`config.mk`:
```
export PLATFORM = sky130hd
export DESIGN_NAME = hiLoRegs
export DESIGN_NICKNAME = d
export VERILOG_FILES = /design/src/hiLoRegs.sv
export SDC_FILE = /design/constraint.sdc
export NUM_CORES = 1
export LEC_CHECK = 0
export ABC_AREA = 0
export BUFFER_PORTS_ARGS = -buffer_cell sky130_fd_sc_hd__buf_4
export CORE_MARGIN = 1.5
export CORE_UTILIZATION = 47
export CTS_BUF_LIST = sky130_fd_sc_hd__clkbuf_8
export CTS_CLUSTER_DIAMETER = 60
export DETAILED_ROUTE_END_ITERATION = 8
export GPL_TIMING_DRIVEN = 0
export MAX_ROUTING_LAYER = met4
export PLACE_DENSITY = 0.78
export SLEW_MARGIN = 20
export SYNTH_ARGS = -nofsm -noshare
export SYNTH_HDL_FRONTEND = slang
export SYNTH_SLANG_ARGS = --single-unit
```
`constraint.sdc`:
```
create_clock -name Clk -period 0.8 [get_ports Clk]
set_input_delay 0.12 -clock Clk [delete_from_list [all_inputs] [get_ports Clk]]
set_output_delay 0.12 -clock Clk [all_outputs]
set_load 0.01 [all_outputs]
```
`src/hiLoRegs.sv`:
```
`timescale 1ns/1ps

module hiLoRegs (
    input  logic        Clk,
    input  logic        arstN,
    input  logic        we,
    input  logic [63:0] product,
    output logic [31:0] hi,
    output logic [31:0] lo
);

    ////////////////////
    // HI/LO state
    ////////////////////

    // Architectural registers, visible to MFHI/MFLO
    logic [31:0] hiQ;
    logic [31:0] loQ;

    // Loaded on the same edge that samples the multiply
    always_ff @(posedge Clk or negedge arstN) begin
        if (!arstN) begin
            hiQ <= '0;
            loQ <= '0;
        end else if (we) begin
            // Upper product word
            hiQ <= product[63:32];
            // Lower product word
            loQ <= product[31:0];
        end
    end

    // Read path has no added latency
    assign hi = hiQ;
    assign lo = loQ;

endmodule

```
## Yosys cells after proc, flatten, opt, wreduce, memory -nomap -nowiden

Index checks and enable logic that the tools add are counted.

| operators by class | value |
|---|---|
| add/sub/neg operators | 0 |
| multipliers | 0 |
| div/mod/pow operators | 0 |
| $lt $le $gt $ge | 0 |
| equal/unequal tests | 0 |
| shift operators | 0 |
| muxes and demuxes | 0 |
| bitwise logic cells | 0 |
| reduce and logical (&&, ||, !) cells | 0 |

| word-level totals | value |
|---|---|
| flip-flop bits (word level) | 64 |
| latch bits | 0 |
| memory bits (writable) | 0 |
| bits in read-only memories | 0 |
| input port bits | 67 |
| output and inout bits | 64 |
| memories kept | 0 |

## Logic depth before layout (Yosys ltp)

Gate-level depths: netlist of run 1.

| depth | value |
|---|---|
| word-level depth | 0 |
| mapped depth | 3 |
| gate-level depth less buffers | 1 |

## Least setup slack after synthesis of run 1

OpenSTA, ideal clock, no wires.

| path | value |
|---|---|
| path type | in2reg |
| start point | in we |
| end point | reg hiQ[0] (netlist: hi[0]) |
| arrival time | 0.726 ns |
| data required time | 0.675 ns |
| setup slack | -0.051 ns |
| stages on the path | 3 |
| buffers on the path | 2 |
| cells stage by stage | buf_6 -> buf_12 -> mux2_4 |

RTL lines:

| item | line | source |
|---|---|---|
| start: declaration | 6 | `input logic we,` |
| end signal: assignment | 27 | `hiQ <= product[63:32];` |
| end: declaration | 17 | `logic [31:0] hiQ;` |

No word-level cell between the ends.

## Worst setup path in the final report of run 1

| path | value |
|---|---|
| start point | reg loQ[11] (netlist: lo[11]) |
| end point | out lo[11] |

RTL lines:

| item | line | source |
|---|---|---|
| start: declaration | 18 | `logic [31:0] loQ;` |
| start signal: assignment | 29 | `loQ <= product[31:0];` |
| end: declaration | 9 | `output logic [31:0] lo` |

No word-level cell between the ends.

==> results of run 1 <==
-- logic make-up (layout without fill, tap and decap cells) --
logic type / Yosys count / in the layout / share of synthesized area
flops: 64 / 64 / 0.5979
buf+inv: 7 / 194 / 0.04904
mux: 64 / 64 / 0.3531
-- worst reg2reg max path, stage by stage, from the launching register on --
cell and delay [ns]:
dfrtp_1 0.41, buf_4 0.15, mux2_4 0.27
-- routing by layer --
metal / GRT usage / up-vias / routed length, um
met5: - / - / 0
met4: 0.08036 / 0 / 60
met3: 0.05116 / 8 / 414
met2: 0.3930 / 80 / 3642
met1: 0.2639 / 913 / 2736
li1: - / 834 / -
-- state kept, by name, indices dropped and copies added (netlist names) --
| register | flops |
|---|---|
| hi | 32 |
| lo | 32 |
-- synth_stat cells --
cell type	instances	area share
buf_12	6	0.045
buf_6	1	0.0042
dfrtp_1	64	0.60
mux2_2	4	0.017
mux2_4	60	0.34
-- cell usage in the layout, fill, tap and decap left out, drive strengths merged --
master	instances
buf	178
dfrtp	64
clkbuf	12
mux2	64
clkinv	3
inv	1
-- stage by stage --
| stage | setup WS (ns) | hold WS [ns] | instances | TNS, ns |
|---|---|---|---|---|
| final | -0.2095 | -0.1264 | 394 | -15.06 |
| after global routing | -0.2329 | -0.05982 | 394 | -18.10 |
| after CTS | -0.1936 | -0.1015 | 380 | -13.80 |
| after detailed placement | -0.05771 | 0.2515 | 336 | -2.666 |
| after global placement | -0.04444 | 0.2575 | 336 | -2.368 |
| after floorplan | -0.002652 | -0.1756 | 135 | -0.1591 |
-- path summary, 6_finish.rpt --
path / end / slack [ns] / cells past startpoint
setup / recovery: lo[11] / -0.21 / 1
hold / removal: lo[22] / -0.13 / 1
setup reg to reg: lo[12] / -0.14 / 2
hold reg to reg: hi[18] / 0.54 / 1
max in group asynchronous: hi[2] / 0.43 / 1
min in group Clk: lo[9] / 0.02 / 2
-- where the power goes --
part	switching, W	internal (W)	total, W	leakage, nW
Clock	0.00119	0.00135	0.00254	0.103
Sequential	0.000277	0.00356	0.00384	0.748
Combinational	0.000695	0.00162	0.00232	1.51
-- area by class of cell --
cell class                 instances  area (sq um)  share of cell area
timing repair buffer             171          1607              0.3514
sequential                        64          1602              0.3503
multi-input combinational         64         949.7              0.2077
clock buffer                      12         165.2             0.03612
buffer                             7         140.1             0.03065
tap                               72         90.09             0.01970
clock inverter                     4         18.77            0.004105
-- repair_timing --
action,in CTS,in global routing
endpoints found under the hold margin,64,64
endpoints found under the setup margin,64,98
resized for setup,64,23
buffers inserted,28,14
==> flow_summary.ini, run 1 <==
[placed_design]
hpwl_mm = 4.018
port_buffers = 129
routabilityCongestion = 0.7180
place_area_sq_mm = 0.003746

[floorplanning]
die-area_sq_mm = 0.006161
initial_core_util = 0.4865
fp.dieH_um = 78.50
row_count = 27
die_w_um = 78.50
core_sq_mm = 0.005507
io_pins = 131

[layout]
drive_gt1_frac = 0.7981
nFillCells = 292
fin_util = 0.8303
nNetsFinal = 384
diodes = 0
syn2layout_area_growth_pct = 70.67
fin_area_sq_mm = 0.004572

[yosys]
synth_fp_nets = 202
ys_warn_count = 0
yosysUniqueCellTypes = 5
synth.ff_latch_count = 64
syn_area_per_cell_sq_um = 19.84
syn_area_sq_mm = 0.002679
syn_inst = 135
seq_area_frac_synth = 0.5979

[power]
leakage_nw = 2.359
power_w = 0.008698
power_density_mw_per_mm2 = 1903
peakVddDrop_mv = 1.151

[clock_network]
clock-sinks = 64
cts_root_buffer = clkbuf_8
path_clk_slew_ns = 0.07
numCtsBuffers = 9
cts_tree = yes
clkLatencyLatePin_ns = 0.32
clock_path_buffers = 2
htreeDepth = 3

[timing]
slew-limit-headroom = 0.4880
hold_viol_final = 64
setup_viol = 107
slew_violations = 0
fmax_mhz = 990.6
finalCritPeriodShare = 1.262
rsz0062_at_grt = yes
hold_slack_ns = -0.1264
skew_ns = 0
tightest_slew_ns = 0.7680
setup_slack_ns = -0.2095
finalCriticalPeriod_ns = 1.010

[route]
dr_total_vias = 1835
drt_pass1_iterations = 4
drc_errors = 0
wl_per_cell_um = 17.39
wl_mm = 6.853
ant_nets = 0
via_per_inst = 4.657
drt-initial-drc-count = 47

[critical_path]
crit_start = lo[11]
cp.arrival_ns = 0.89
cp_num_buf_inv = 1
critPathKind = flip-flop to output port
critPathMaxStageDelay_ns = 0.43
path_delay_family = flip-flops
critPathSlowestCell = dfrtp_1
path_cells = buf_6
end_kind = output port
required_ns = 0.68
reg2reg_from = lo[12]
startpoint_type = flip-flop
crit_fanout = 2

[grt]
grt_pass1_vias = 2019
track_usage = 0.2285
grt_max_degree = 65
grt_pass1_wl_mm = 10.18
grt_overflow = 0
antenna_found_initial = 0

[run]
cap_violations = 0

[min_path]
hold_class = input pin to async pin

[run_status]
outcome = finished with violations
violations = hold timing, setup timing
No activity file was read; power rests on OpenSTA's default activity.
==> run 2, diff against run 1 <==
CORE_MARGIN = unset   (was 1.5)
==> run 2 against run 1 <==
Effect of this change:
- fmax down 0.99%
- sequential share of layout area down 1.7 points
- total power up 0.58%
- critical path type unchanged
- routed wire length up 7.8%
- worst setup slack worse by 0.010 ns
- the run still ends with hold timing, setup timing left
- flip-flop and latch count unchanged
- sequential power about the same
- global-route usage up 2.7 points
- clock power about the same
- non-clock buffer count up 23
- core utilization up 4.2 points
- cell count up 5.8%
==> flow_summary.ini, run 2 (same netlist as run 1, synthesis figures left out) <==
[route]
drt_pass1_iterations = 4
drt-initial-drc-count = 77
wl_per_cell_um = 17.72
wl_mm = 7.390
via_per_inst = 4.662
drc_errors = 0
ant_nets = 0
dr_total_vias = 1944

[timing]
setup_viol = 105
rsz0062_at_grt = yes
hold_viol_final = 64
slew-limit-headroom = 0.4845
slew_violations = 0
setup_slack_ns = -0.2197
fmax_mhz = 980.7
skew_ns = 0
tightest_slew_ns = 0.7732
finalCritPeriodShare = 1.275
finalCriticalPeriod_ns = 1.020
hold_slack_ns = -0.1435

[power]
peakVddDrop_mv = 1.053
power_w = 0.008749
leakage_nw = 2.518
power_density_mw_per_mm2 = 1821

[layout]
nNetsFinal = 407
nFillCells = 242
fin_util = 0.8723
diodes = 0
mostFrequentLayoutCell = buf_4
drive_gt1_frac = 0.7159
stdcell_count = 417
layout_common_cells = buf_4, buf_6, dfrtp_1
syn2layout_area_growth_pct = 79.31

[run_status]
violations = hold timing, setup timing
outcome = finished with violations

[clock_network]
numCtsBuffers = 9
htreeDepth = 3
path_clk_slew_ns = 0.07
cts_root_buffer = clkbuf_8
clock-sinks = 64
clock_path_buffers = 2
cts_tree = yes
clkLatencyLatePin_ns = 0.33

[placed_design]
port_buffers = 129
hpwl_mm = 3.733
place_ws_ns = -0.05317
routabilityCongestion = 0.6850
post-place-cells = 336

[grt]
grt_pass1_vias = 2161
grt_pass1_wl_mm = 11.04
track_usage = 0.2559
antenna_found_initial = 0
grt_max_degree = 65
grt_overflow = 0

[floorplanning]
fp.dieH_um = 77.50
io_pins = 131
die_w_um = 77.50
die-area_sq_mm = 0.006005
core_sq_mm = 0.005507
initial_core_util = 0.4865
row_count = 27

[min_path]
hold_class = input pin to async pin

[run]
cap_violations = 0

[critical_path]
critPathSlowestCell = dfrtp_1
end_kind = output port
startpoint_type = flip-flop
path_delay_family = flip-flops
critPathKind = flip-flop to output port
cp_num_buf_inv = 1
critPathMaxStageDelay_ns = 0.42
required_ns = 0.68
path_cells = buf_6
cp.arrival_ns = 0.90
crit_fanout = 2
-- run 2: cell type report --
cell class / count / area (sq um) / area share
tap: 72 / 90.09 / 0.01875
buffer: 7 / 140.1 / 0.02917
timing repair buffer: 194 / 1842 / 0.3834
sequential: 64 / 1602 / 0.3334
multi-input combinational: 64 / 945.9 / 0.1969
clock inverter: 4 / 18.77 / 0.003907
clock buffer: 12 / 165.2 / 0.03438
-- run 2: timing repair --
item,4_1_cts,5_1_grt
setup buffers,18,14
hold buffers,29,4
hold endpoints to repair,93,68
setup endpoints to repair,64,104
resized for setup,64,20
-- run 2: final timing paths --
kind                             start  endpoint  slack (ns)  cells after the start
max in group asynchronous        arstN    lo[19]        0.43                      1
hold / removal                   arstN     lo[9]       -0.14                      1
min in group Clk           product[36]     hi[4]        0.01                      2
hold reg to reg                 lo[13]    lo[13]        0.54                      1
setup / recovery                lo[10]    lo[10]       -0.22                      1
setup reg to reg                 lo[8]     lo[8]       -0.13                      2
-- run 2: where the power goes --
group          switching [W]  internal, W  total (W)
Sequential          0.000275      0.00356    0.00384
Combinational       0.000716      0.00164    0.00236
Clock                0.00120      0.00135    0.00255
Total                0.00219      0.00656    0.00875
-- run 2: through the flow --
stage | setup TNS, ns | area (sq um)
final | -15.14 | 4803
after global routing | -18.07 | 4803
after CTS | -13.81 | 4596
after detailed placement | -2.553 | 3746
after global placement | -2.222 | 3746
after floorplan | -0.1591 | 2688
-- run 2: layer usage --
| layer | wire [um] | track usage | up-vias | share of wire |
|---|---|---|---|---|
| met5 | 0 | - | - | 0 |
| met4 | 91 | 0.09057 | 0 | 0.012 |
| li1 | - | - | 880 | - |
| met2 | 3840 | 0.4053 | 93 | 0.52 |
| met1 | 2954 | 0.3038 | 963 | 0.40 |
| met3 | 503 | 0.08824 | 8 | 0.068 |
==> run 3, diff against run 2 <==
CORE_UTILIZATION = 45   (was 47)
PLACE_DENSITY = 0.75   (was 0.78)
SKIP_CTS_REPAIR_TIMING = 1   (was unset)
==> run 3 against run 2 <==
Effect of this change:
- the run still ends with hold timing, setup timing left
- routed wire length decreased by 13%
- combinational power is 6% lower
- fmax up 0.78%
- cell count is 4.8% lower
- final area shrank 5.1%
- count of clock-buffer cells in the layout down 1
==> flow_summary.ini, run 3 (same netlist as run 1, synthesis figures left out) <==
[run_status]
outcome = finished with violations
violations = hold timing, setup timing

[timing]
tightest_slew_ns = 0.7775
slew-limit-headroom = 0.4817
finalCriticalPeriod_ns = 1.012
skew_ns = 0
hold_slack_ns = -0.1462
fmax_mhz = 988.4
slew_violations = 0
setup_viol = 106
hold_viol_final = 64
rsz0062_at_grt = yes
setup_slack_ns = -0.2118
finalCritPeriodShare = 1.265

[critical_path]
cp_num_buf_inv = 1
critPathMaxStageDelay_ns = 0.42
r2r-end = lo[4]
startpoint_type = flip-flop
rr_worst_depth = 2
regToRegSetupSlack_ns = -0.15
reg2reg_from = lo[4]
cp.arrival_ns = 0.89
crit_fanout = 2
path_delay_family = flip-flops
critPathKind = flip-flop to output port
required_ns = 0.68
critPathSlowestCell = dfrtp_1
end_kind = output port
path_cells = buf_6

[grt]
grt_overflow = 0
grt_pass1_vias = 1654
track_usage = 0.1878
antenna_found_initial = 0
grt_pass1_wl_mm = 8.335
grt_max_degree = 65

[clock_network]
clock-sinks = 64
clkLatencyLatePin_ns = 0.33
numCtsBuffers = 9
cts_root_buffer = clkbuf_8
clock_path_buffers = 2
htreeDepth = 3
cts_tree = yes
path_clk_slew_ns = 0.07

[layout]
syn2layout_area_growth_pct = 70.15
mostFrequentLayoutCell = buf_4
drive_gt1_frac = 0.7785
layout_common_cells = buf_4, buf_6, dfrtp_1
fin_util = 0.8128
diodes = 0
nNetsFinal = 387

[power]
power_w = 0.008870
p_seq_frac = 0.430
p_sw_frac = 0.2427
peakVddDrop_mv = 1.172
p_clk_frac = 0.318
internal_power_w = 0.006717
power.switching_w = 0.002152
power_density_mw_per_mm2 = 1946
leakage_nw = 2.337
p_comb_frac = 0.252

[route]
drt_pass1_iterations = 4
via_per_inst = 4.592
drc_errors = 0
ant_nets = 0
dr_total_vias = 1823
wl_per_cell_um = 16.27
wl_mm = 6.459
drt-initial-drc-count = 31

[floorplanning]
die-area_sq_mm = 0.006266
core_sq_mm = 0.005608
initial_core_util = 0.4777
fp.dieH_um = 79.16
row_count = 27
io_pins = 131
die_w_um = 79.16

[run]
cap_violations = 0

[min_path]
hold_class = input pin to async pin

[placed_design]
port_buffers = 129
place_ws_ns = -0.05128
hpwl_mm = 3.831
routabilityCongestion = 0.6823
[run 3: power by group through the flow]
stage          clock, W  combinational (W)  sequential [W]
2_1_floorplan         0           0.000663         0.00394
3_3_place_gp          0            0.00169         0.00379
4_1_cts         0.00287            0.00172         0.00375
3_5_place_dp          0            0.00172         0.00380
6_report        0.00282            0.00223         0.00381
5_1_grt         0.00306            0.00236         0.00384
[run 3: cell type report]
class / count / area (sq um)
Sequential cell: 64 / 1602
Timing Repair Buffer: 174 / 1574
Fill cell: 317 / 1050
Multi-Input combinational cell: 64 / 945.9
Clock buffer: 11 / 151.4
Buffer: 7 / 140.1
Tap cell: 72 / 90.09
Clock inverter: 5 / 55.05
[run 3: worst max path at each step]
stage               start     end  cells past startpoint
floorplan              we   hi[0]                      3
global placement       we  lo[27]                      3
detailed placement     we   hi[2]                      3
CTS                 hi[2]   hi[2]                      1
global route        hi[4]   hi[4]                      1
finish              hi[4]   hi[4]                      1
[run 3: stage by stage]
stage	area, sq um	setup TNS (ns)	hold WS [ns]	std cells
after global routing	4558	-17.80	-0.08531	397
after CTS	3953	-12.65	-0.1148	352
final	4558	-14.61	-0.1462	397
after detailed placement	3746	-2.449	0.2545	336
after floorplan	2688	-0.1591	-0.1756	135
after global placement	3746	-2.203	0.2544	336
[run 3: layer usage]
metal | vias to the layer above | GRT usage | routed length, um
met5 | - | - | 0
met4 | 0 | 0.1018 | 125
met3 | 11 | 0.05632 | 441
met2 | 93 | 0.2578 | 3152
met1 | 879 | 0.2492 | 2740
li1 | 840 | - | -
