## src/execPkg.sv

```systemverilog
package execPkg;

    ////////////////////
    // ALU operations
    ////////////////////

    // Internal ALU op code, one per ALU case item
    typedef enum logic [4:0] {
        ADD   = 5'd0,
        SUB   = 5'd1,
        AND   = 5'd2,
        OR    = 5'd3,
        NOR   = 5'd4,
        XOR   = 5'd5,
        SLT   = 5'd6,
        SLTU  = 5'd7,
        SLL   = 5'd8,
        SRL   = 5'd9,
        SRA   = 5'd10,
        ROTR  = 5'd11,
        SLLV  = 5'd12,
        SRLV  = 5'd13,
        ROTRV = 5'd14,
        SEB   = 5'd15,
        SEH   = 5'd16,
        MULT  = 5'd17,
        MULTU = 5'd18,
        // Also used for MFHI/MFLO and illegal words
        PASSB = 5'd19
    } aluOpE;

    ////////////////////
    // MIPS encodings
    ////////////////////

    // Major opcode field instr[31:26]
    typedef enum logic [5:0] {
        OpSpecial  = 6'h00,
        OpAddi     = 6'h08,
        OpAddiu    = 6'h09,
        OpSlti     = 6'h0A,
        OpSltiu    = 6'h0B,
        OpAndi     = 6'h0C,
        OpOri      = 6'h0D,
        OpXori     = 6'h0E,
        OpSpecial3 = 6'h1F
    } opcodeE;

    // Funct field instr[5:0] under SPECIAL
    typedef enum logic [5:0] {
        FnSll   = 6'h00,
        FnSrl   = 6'h02,
        FnSra   = 6'h03,
        FnSllv  = 6'h04,
        FnSrlv  = 6'h06,
        FnMfhi  = 6'h10,
        FnMflo  = 6'h12,
        FnMult  = 6'h18,
        FnMultu = 6'h19,
        FnAdd   = 6'h20,
        FnAddu  = 6'h21,
        FnSub   = 6'h22,
        FnSubu  = 6'h23,
        FnAnd   = 6'h24,
        FnOr    = 6'h25,
        FnXor   = 6'h26,
        FnNor   = 6'h27,
        FnSlt   = 6'h2A,
        FnSltu  = 6'h2B
    } functE;

    // SPECIAL3 byte shuffle group, sub-op in the sa field
    localparam logic [5:0] FnBshfl = 6'h20;
    localparam logic [4:0] SaSeb   = 5'h10;
    localparam logic [4:0] SaSeh   = 5'h18;

    ////////////////////
    // Stage structs
    ////////////////////

    // Decoder output, 13 bits
    typedef struct packed {
        aluOpE aluOp;
        logic  useImm;
        logic  immSigned;
        // Shift amount from rs[4:0] instead of sa
        logic  varShift;
        // Operand A taken from rt
        logic  shiftRt;
        logic  hiLoWrite;
        logic  readHi;
        logic  readLo;
        logic  illegal;
    } decodedT;

    // Registered stage response
    typedef struct packed {
        logic        valid;
        logic [31:0] result;
        logic        zero;
        logic        illegal;
    } execRespT;

endpackage

```

## src/aluDecode.sv

```systemverilog
`timescale 1ns/1ps

module aluDecode (
    input  logic [31:0]      instr,
    output execPkg::decodedT dec
);
    import execPkg::*;

    opcodeE     opcode;
    functE      funct;
    logic [4:0] sa;

    // Field split
    assign opcode = opcodeE'(instr[31:26]);
    assign funct  = functE'(instr[5:0]);
    assign sa     = instr[10:6];

    always_comb begin
        // Default is an illegal-free pass of b
        dec       = '0;
        dec.aluOp = PASSB;
        case (opcode)
            ////////////////////
            // R-type
            ////////////////////
            OpSpecial: begin
                case (funct)
                    FnAdd, FnAddu: dec.aluOp = ADD;
                    FnSub, FnSubu: dec.aluOp = SUB;
                    FnAnd:         dec.aluOp = AND;
                    FnOr:          dec.aluOp = OR;
                    FnXor:         dec.aluOp = XOR;
                    FnNor:         dec.aluOp = NOR;
                    FnSlt:         dec.aluOp = SLT;
                    FnSltu:        dec.aluOp = SLTU;
                    // Shifts by sa act on rt
                    FnSll: begin
                        dec.aluOp   = SLL;
                        dec.shiftRt = 1'b1;
                    end
                    FnSrl: begin
                        // Bit 21 turns SRL into ROTR
                        if (instr[21]) begin
                            dec.aluOp = ROTR;
                        end else begin
                            dec.aluOp = SRL;
                        end
                        dec.shiftRt = 1'b1;
                    end
                    FnSra: begin
                        dec.aluOp   = SRA;
                        dec.shiftRt = 1'b1;
                    end
                    // Variable shifts take the amount from rs
                    FnSllv: begin
                        dec.aluOp    = SLLV;
                        dec.shiftRt  = 1'b1;
                        dec.varShift = 1'b1;
                    end
                    FnSrlv: begin
                        // Bit 6 turns SRLV into ROTRV
                        if (instr[6]) begin
                            dec.aluOp = ROTRV;
                        end else begin
                            dec.aluOp = SRLV;
                        end
                        dec.shiftRt  = 1'b1;
                        dec.varShift = 1'b1;
                    end
                    // Multiplies load HI/LO
                    FnMult: begin
                        dec.aluOp     = MULT;
                        dec.hiLoWrite = 1'b1;
                    end
                    FnMultu: begin
                        dec.aluOp     = MULTU;
                        dec.hiLoWrite = 1'b1;
                    end
                    FnMfhi:  dec.readHi  = 1'b1;
                    FnMflo:  dec.readLo  = 1'b1;
                    default: dec.illegal = 1'b1;
                endcase
            end

            ////////////////////
            // I-type
            ////////////////////
            OpAddi, OpAddiu: begin
                dec.aluOp     = ADD;
                dec.useImm    = 1'b1;
                dec.immSigned = 1'b1;
            end
            OpSlti: begin
                dec.aluOp     = SLT;
                dec.useImm    = 1'b1;
                dec.immSigned = 1'b1;
            end
            OpSltiu: begin
                // Sign-extended imm, unsigned compare
                dec.aluOp     = SLTU;
                dec.useImm    = 1'b1;
                dec.immSigned = 1'b1;
            end
            // Logic immediates are zero-extended
            OpAndi: begin
                dec.aluOp  = AND;
                dec.useImm = 1'b1;
            end
            OpOri: begin
                dec.aluOp  = OR;
                dec.useImm = 1'b1;
            end
            OpXori: begin
                dec.aluOp  = XOR;
                dec.useImm = 1'b1;
            end

            // SEB/SEH via BSHFL, sub-op in sa
            OpSpecial3: begin
                if (instr[5:0] == FnBshfl && sa == SaSeb) begin
                    dec.aluOp = SEB;
                end else if (instr[5:0] == FnBshfl && sa == SaSeh) begin
                    dec.aluOp = SEH;
                end else begin
                    dec.illegal = 1'b1;
                end
            end
            default: dec.illegal = 1'b1;
        endcase
    end

endmodule

```

## config.mk

```make
export PLATFORM = sky130hd
export DESIGN_NAME = aluDecode
export DESIGN_NICKNAME = d
export VERILOG_FILES = /design/src/execPkg.sv /design/src/aluDecode.sv
export SDC_FILE = /design/constraint.sdc
export NUM_CORES = 1
export LEC_CHECK = 0
export BUFFER_PORTS_ARGS = -buffer_cell sky130_fd_sc_hd__buf_2
export CAP_MARGIN = 40
export CELL_PAD_IN_SITES_DETAIL_PLACEMENT = 1
export CELL_PAD_IN_SITES_GLOBAL_PLACEMENT = 1
export CORE_MARGIN = 10
export CORE_UTILIZATION = 25
export DETAILED_ROUTE_END_ITERATION = 10
export PLACE_DENSITY_LB_ADDON = 0.1
export SETUP_SLACK_MARGIN = 0.4
export SLEW_MARGIN = 30
export SYNTH_ARGS = -nofsm -noshare
export SYNTH_HDL_FRONTEND = slang
export SYNTH_SLANG_ARGS = --single-unit
```

## constraint.sdc

```tcl
create_clock -name vclk -period 1.6
set_clock_uncertainty 0.15 [all_clocks]
set_input_delay 0.16 -clock vclk [all_inputs]
set_output_delay 0.16 -clock vclk [all_outputs]
set_load 0.01 [all_outputs]
```

Yosys cells after proc, flatten, opt, wreduce, memory -nomap -nowiden --
Cells that the tools add are included.
Storage, ports and cells: bits in registers 0, latch bits 0, bits in writable memories 0, ROM bits 0, output and inout port bits 13, memories kept 0
Operators by class: $add $sub $neg 0, multiply operators 0, divide/modulo/power cells 0, magnitude comparators 0, equality and inequality tests 28, shift operators 0, muxes and demuxes 18, bitwise operators 0, reduce and logical (&&, ||, !) cells 13
Operator list (count):
- 5-bit one-hot mux with 15 select lines | 1
- 6-bit == test (second input constant) | 10
- 6-bit by 4-bit == test with 1-bit output (second input constant) | 7
- 5-bit one-hot mux with 8 select lines | 1
- 6-bit by 5-bit == test with 1-bit output (second input constant) | 5
- 19-bit OR reduction | 1
- 6-bit by 2-bit == test with 1-bit output (second input constant) | 2
- 6-bit by 3-bit == test with 1-bit output (second input constant) | 2
- 6-bit logical NOT | 2
- 5-bit == test (second input constant) | 2
- 1-bit two-way mux | 10
- 5-bit two-way mux | 2
- 2-bit OR reduction | 5
- 7-bit OR reduction | 1
- 2-bit two-way mux | 3
- 5-bit OR reduction | 1
- 4-bit OR reduction | 1
- 1-bit one-hot mux with 3 select lines | 1
- 1-bit logical AND | 2

Depth between registers and ports, before layout --
Gate-level depths: netlist of run 1.
depth after elaboration 5, depth in mapped cells 7, mapped depth without buffers 5

Worst setup path after synthesis of run 1 --
Ideal clock, no wire load.
path kind input to output, start input port instr[28], end output port dec[11] in the netlist's numbering, arrival 1.387 ns, setup slack -0.097 ns, stages 5, path through buf_2 > nor4_4 > nand2_2 > a2111oi_2 > o21bai_1
RTL lines:
- start, declared | line aluDecode.sv:4 | input logic [31:0] instr,
- end, declared | line aluDecode.sv:5 | output execPkg::decodedT dec

==> results of run 1 <==
==> path summary, 6_finish.rpt <==
kind                  endpoint  slack [ns]  startpoint  depth (start not counted)
worst max-delay path    dec[8]       -0.32    instr[2]                          8
worst min-delay path   dec[11]        0.50    instr[9]                          3
==> cell type report <==
| cell class | instances | area [sq um] | share of cell area |
|---|---|---|---|
| inverter | 3 | 11.26 | 0.008357 |
| multi-input combinational | 88 | 721.9 | 0.5357 |
| tap | 30 | 37.54 | 0.02786 |
| timing repair buffer | 73 | 576.8 | 0.4280 |
==> metrics by stage <==
step	total power [mW]	cells
floorplan	0.1158	100
global placement	0.2244	188
detailed placement	0.2331	188
CTS	0.2743	192
global route	0.3029	194
finish	0.2797	194
==> cells in the mapped netlist, types with 2 or more instances <==
library cell  count
o31ai_1           2
nor3_1            4
clkbuf_1          3
nand2b_1          3
nor4_4            2
and3_1            2
inv_1             2
o21ai_0           4
nand2_1          13
nand3_1           4
nor2_1           10
o21ai_1           2
buf_2             3
o32a_1            2
nor4_1            2
xor2_1            3
nor2b_1           4
a21oi_1           6
==> where the power goes <==
part,total (mW),internal (mW),leakage (nW),switching (mW)
combinational,0.280,0.142,0.621,0.138
sequential,0,0,0,0
clock,0,0,0,0
total,0.280,0.142,0.621,0.138
==> logic make-up (layout without fill, tap and decap cells) <==
group	count (synthesis)	in the layout	share of synthesized area
AND/OR/NAND/NOR	57	57	0.5530
AO/OA/AOI/OAI	27	27	0.2961
buffers and inverters	12	76	0.09411
XOR/XNOR	3	3	0.04118
multiplexers	1	1	0.01569
==> worst min-delay path: stages <==
cell and delay (ns):
buf_2 0.14, o21bai_4 0.08, buf_6 0.11
==> per-layer routing <==
metal | vias up | track usage
met5 | - | 0
met4 | 0 | 0.006579
met3 | 6 | 0.01130
met2 | 22 | 0.2774
met1 | 486 | 0.1258
li1 | 500 | -
==> repair_timing <==
action                                  CTS  global route
setup buffers                             4             2
endpoints found under the setup margin   13            13
pin swaps                                12             4
gates resized for setup                  39             8
hold buffers                              0             0
==> run metrics, run 1 <==
status=finished with violations; failing checks=negative setup slack; final hold vios=0; Fin Hold WS=0.5031 ns; Cell Pwr Density=207.5 mW/mm^2; Max Clk Rate=0.5198 GHz; cell accounting for the most synthesized area=nand2_1; core region area=0.002455 sq mm; Final ANT Viol Nets=0; CP peak stage delay=0.36 ns; Place WS=-0.5627 ns; routed vias/inst=5.227; final non-filler cell area=0.001348 sq mm; Ant. Diodes=0; TritonRoute pass-1 iters=4; Final period util=1.202; Vias=1014; fraction of layout cells with a size suffix above 1=0.6220; largest net degree at the start of global routing=15; register area=0 sq um; initial core utilization=0.2599; die height=70.52 um; unrepaired setup endpoints after global routing=true; Crit Path Class=primary input to primary output; CP Max Fanout=3; FFs & Latches=0; highest-count cells in the layout ignoring fill and taps=30 x buf_4, 23 x buf_2, 17 x buf_6; syn nets=132; Mapped Cells=100; IO Pins=45; # setup viols final=8; Total Routing Usage GR=0.1269; Max Cap Viol=0; Synth area leaders=nand2_1 7.6%, nor4_4 6.7%, nor2_1 5.9%, a21oi_1 4.7%, xor2_1 4.1%; count of different cell masters after synthesis=47; Die Width=70.52 um; Top Layer Used=met4; Met2 Routed Length=1.990 mm; initial antenna violation count=0; Leakage Power=0.6210 nW; most common cell after layout, fill and taps aside=buf_4; delay-heaviest family, CP=compound AO/OA/AOI/OAI gates; peak supply drop=0.0001316 V; initial drt markers=19; DIE AREA=0.004973 sq mm; Ys Warns=0; DR DRC count=0; drt total wl=3.373 mm; Critical Path RT=1.29 ns; metal3 WL=123 um; Synth Area per Inst=6.381 sq um; critical-path cell list=buf_6, nand2b_1, a21boi_1, a2111oi_2, buf_4, o32a_1, o2111ai_2, buf_2; CLK BUF=0; final worst slack=-0.3238 ns; Worst Path Arrival=1.61 ns; CP endpoint kind=primary output; end-of-flow core utilization=0.5489; Fill cells=330; TNS Setup=-2.178 ns; synthesis-to-finish area growth=111.2%; total grt overflow=0; DRT met1 WL=1.217 mm; CP max-delay cell=a2111oi_2; Hold Path Class=primary input to primary output; Slew @ Worst Pin=0.5048 ns; Detail Placement HPWL=2.615 mm; Mapped Area=638.1 sq um; max_slew headroom=0.6591; vias in the first global route=1125; row cnt=18; Synth top area share=0.07647; startpoint types=primary input; instance area after placement=0.001121 sq mm; Crit path buffers/inverters=3; RePlAce Congestion=0.9034; nets=198; post-layout min period=1.924 ns; first-pass GRT wire length=5.402 mm; WL/cell=17.39 um; Seq/Total Area, Yosys=0; Pins Over Slew Limit=0; I/O Buffers=31
Note: power is estimated with default switching activity, not from simulation.
==> inputs of run 2 (changes only) <==
--- a/config.mk
+++ b/config.mk
@@ -9,6 +9,7 @@
 export CAP_MARGIN = 40
 export CELL_PAD_IN_SITES_DETAIL_PLACEMENT = 1
 export CELL_PAD_IN_SITES_GLOBAL_PLACEMENT = 1
+export CORE_ASPECT_RATIO = 0.8
 export CORE_MARGIN = 10
 export CORE_UTILIZATION = 25
 export DETAILED_ROUTE_END_ITERATION = 10
==> run metrics, run 2 (same netlist as run 1, synthesis figures left out) <==
CLK BUF=0; Detail Placement HPWL=2.636 mm; initial drt markers=46; DIE AREA=0.004986 sq mm; die height=65.19 um; total grt overflow=0; FFs & Latches=0; vias in the first global route=1091; fraction of layout cells with a size suffix above 1=0.6098; Crit Path Class=primary input to primary output; peak supply drop=0.00009605 V; cts-stage hold buffer count=0; CP endpoint kind=primary output; unrepaired setup endpoints after global routing=true; post-layout min period=1.896 ns; Total Routing Usage GR=0.1226; nets=198; I/O Buffers=31; Slew @ Worst Pin=0.4250 ns; final worst slack=-0.2963 ns; most common cell after layout, fill and taps aside=buf_4; Cell Pwr Density=210.8 mW/mm^2; Die Width=76.49 um; status=finished with violations; WL/cell=16.11 um; Final period util=1.185; end-of-flow core utilization=0.5451; CP Max Fanout=3; highest-count cells in the layout ignoring fill and taps=32 x buf_4, 27 x buf_2, 10 x nor2_1, 10 x nand2_1, 10 x buf_6; Leakage Power=0.5984 nW; routed vias/inst=5.050; Critical path origin=instr[8]; # setup viols final=8; Max Cap Viol=0; final hold vios=0; IO Pins=45; Worst Path Arrival=1.59 ns; initial core utilization=0.2613; Critical Path RT=1.29 ns; synthesis-to-finish area growth=108.6%; register area=0 sq um; Hold Path Class=primary input to primary output; DR DRC count=0; Ant. Diodes=0; initial antenna violation count=0; Vias=1010; Final ANT Viol Nets=0; Fill cells=317; Max Clk Rate=0.5274 GHz; TritonRoute pass-1 iters=4; failing checks=negative setup slack; max_slew headroom=0.7129; row cnt=16; first-pass GRT wire length=5.299 mm; Pins Over Slew Limit=0; drt total wl=3.221 mm; critical path endpoint=dec[12]; Fin Hold WS=0.4923 ns; startpoint types=primary input; core region area=0.002442 sq mm; largest net degree at the start of global routing=11; RePlAce Congestion=0.8624
-- run 2: metal layers --
metal,GRT usage,routed length [um],part of all wire
met2,0.2447,1752,0.54
met5,0,0,0
met1,0.1472,1404,0.44
met4,0,0,0
met3,0.01087,63,0.020
-- run 2: how the worst min path moves through the flow --
stage | depth (start not counted) | end | start | slack [ns]
finish | 3 | dec[10] | instr[9] | 0.49
global route | 3 | dec[10] | instr[9] | 0.51
CTS | 3 | dec[10] | instr[9] | 0.49
detailed placement | 3 | dec[10] | instr[9] | 0.50
global placement | 3 | dec[10] | instr[9] | 0.49
floorplan | 1 | dec[10] | instr[9] | 0.23
-- run 2: cell type report --
| cell class | instances | area, sq um | share of cell area |
|---|---|---|---|
| inverter | 3 | 11.26 | 0.008459 |
| multi-input combinational | 88 | 721.9 | 0.5423 |
| tap | 36 | 45.04 | 0.03383 |
| timing repair buffer | 73 | 553.0 | 0.4154 |
-- run 2: power breakdown --
part / total (mW) / switching (mW) / internal (mW)
combinational: 0.281 / 0.139 / 0.142
clock: 0 / 0 / 0
sequential: 0 / 0 / 0
-- run 2: worst max-delay path, cell delays in order --
cell and delay, ns:
buf_6 0.09, or4_4 0.54, nor4_4 0.33, nand2b_1 0.11, a21oi_2 0.15, nand2_1 0.07, buf_2 0.14
-- run 2: per-stage QoR --
stage	total power [mW]	cell area, sq um	instances	worst slack (ns)	TNS (ns)
floorplan	0.1158	716.9	100	-0.00006128	-0.00006128
global placement	0.2243	1119	191	-0.5408	-2.592
detailed placement	0.2330	1119	191	-0.5108	-2.722
CTS	0.2631	1257	199	-0.3159	-1.804
global route	0.3023	1331	200	-0.4070	-2.285
finish	0.2806	1331	200	-0.2963	-1.676
-- run 2: what timing repair did --
| item | in CTS | in global routing |
|---|---|---|
| gates resized for setup | 20 | 16 |
| buffers inserted | 7 | 1 |
| gates cloned | 1 | 0 |
| pin swaps | 15 | 9 |
| setup endpoints to repair | 11 | 13 |
==> inputs of run 3 (changes only) <==
--- a/config.mk
+++ b/config.mk
@@ -13,7 +13,7 @@
 export CORE_MARGIN = 10
 export CORE_UTILIZATION = 25
 export DETAILED_ROUTE_END_ITERATION = 10
-export PLACE_DENSITY_LB_ADDON = 0.1
+export PLACE_DENSITY_LB_ADDON = 0.25
 export SETUP_SLACK_MARGIN = 0.4
 export SLEW_MARGIN = 30
 export SYNTH_ARGS = -nofsm -noshare
==> run metrics, run 3 (same netlist as run 1, synthesis figures left out) <==
DIE AREA=0.004986 sq mm; Fill cells=322; delay-heaviest family, CP=compound AO/OA/AOI/OAI gates; Pins Over Slew Limit=0; Worst Path Arrival=1.68 ns; register area=0 sq um; Ant. Diodes=0; Place WS=-0.4245 ns; Final ANT Viol Nets=0; final non-filler cell area=0.001366 sq mm; Internal=0.1497 mW; Switching Share=0.4988; first-pass GRT wire length=5.492 mm; TNS Setup=-2.605 ns; initial drt markers=62; routed vias/inst=5.083; Max Cap Viol=0; Detail Placement HPWL=2.559 mm; CP max-delay cell=o32a_1; die height=65.19 um; post-layout min period=1.991 ns; DRT met1 WL=1.753 mm; Crit path buffers/inverters=5; fraction of layout cells with a size suffix above 1=0.6294; startpoint types=primary input; highest-count cells in the layout ignoring fill and taps=39 x buf_4, 25 x buf_2, 13 x buf_6; Max Clk Rate=0.5022 GHz; RePlAce Congestion=0.8418; I/O Buffers=31; Seq pwr share=0; CLK BUF=0; DR DRC count=0; vias in the first global route=1124; CP Max Fanout=4; Leakage Power=0.6234 nW; total power draw=0.2986 mW; Vias=1047; Top Layer Used=met3; CP endpoint kind=primary output; Hold Path Class=primary input to primary output; failing checks=negative setup slack; IO Pins=45; switching power=0.1489 mW; max_slew headroom=0.6927; Crit Path Class=primary input to primary output; TritonRoute pass-1 iters=4; core region area=0.002442 sq mm; Slew @ Worst Pin=0.4550 ns; CP peak stage delay=0.24 ns; Comb pwr share=1.000; total grt overflow=0; final hold vios=0; # setup viols final=9; drt total wl=3.739 mm; Met2 Routed Length=1.872 mm; synthesis-to-finish area growth=114.1%; peak supply drop=0.00009343 V; initial core utilization=0.2613; largest net degree at the start of global routing=14; cell mode on critical path=buf_6; Die Width=76.49 um; end-of-flow core utilization=0.5594; Total Routing Usage GR=0.1254; Final period util=1.245; area of the multi-input gates=715.7 sq um; instance area after placement=0.001136 sq mm; status=finished with violations; initial antenna violation count=0; unrepaired setup endpoints after global routing=true; clock share of power=0; final worst slack=-0.3914 ns; Cell Pwr Density=218.5 mW/mm^2; nets=204; most common cell after layout, fill and taps aside=buf_4; row cnt=16; WL/cell=18.15 um; metal3 WL=112 um; FFs & Latches=0; Critical Path RT=1.29 ns; critical-path cell list=buf_6, buf_6, buf_6, buf_4, nor2b_1, o211ai_1, a21oi_2, o32a_1, o2111ai_2, buf_2
-- run 3: cell count changes in the layout (fill, tap and decap cells not counted), sizes merged --
cell | before | now
buf | 73 | 79
-- run 3: worst paths after layout --
| kind | startpoint | endpoint | slack [ns] | depth (start not counted) |
|---|---|---|---|---|
| setup / recovery | instr[2] | dec[8] | -0.39 | 10 |
| hold / removal | instr[9] | dec[10] | 0.50 | 3 |
-- run 3: stage by stage --
step	hold slack, ns	std cells
floorplan	0.2265	100
global placement	0.4944	195
detailed placement	0.4961	195
CTS	0.4949	200
global route	0.5146	206
finish	0.5025	206
-- run 3: final cells by class --
class | count | share of cell area
inverters | 3 | 0.008242
well taps | 36 | 0.03297
multi-input cells | 88 | 0.5238
repair buffers | 79 | 0.4350
-- run 3: layer usage --
| metal | GRT usage | vias to the layer above |
|---|---|---|
| met3 | 0.009511 | 0 |
| met5 | 0 | - |
| met1 | 0.1630 | 512 |
| li1 | - | 514 |
| met4 | 0 | 0 |
| met2 | 0.2341 | 21 |
-- run 3: power groups by stage --
stage | Clock, mW | Combinational [mW] | Sequential (mW)
after floorplan | 0 | 0.116 | 0
after global routing | 0 | 0.319 | 0
final | 0 | 0.299 | 0
after CTS | 0 | 0.263 | 0
after detailed placement | 0 | 0.235 | 0
after global placement | 0 | 0.228 | 0
-- run 3: what timing repair did --
action	in CTS	in global routing
setup endpoints to repair	13	13
setup buffers	5	6
resized for setup	21	17
cloned	0	0
hold buffers	0	0
pin swaps	9	14
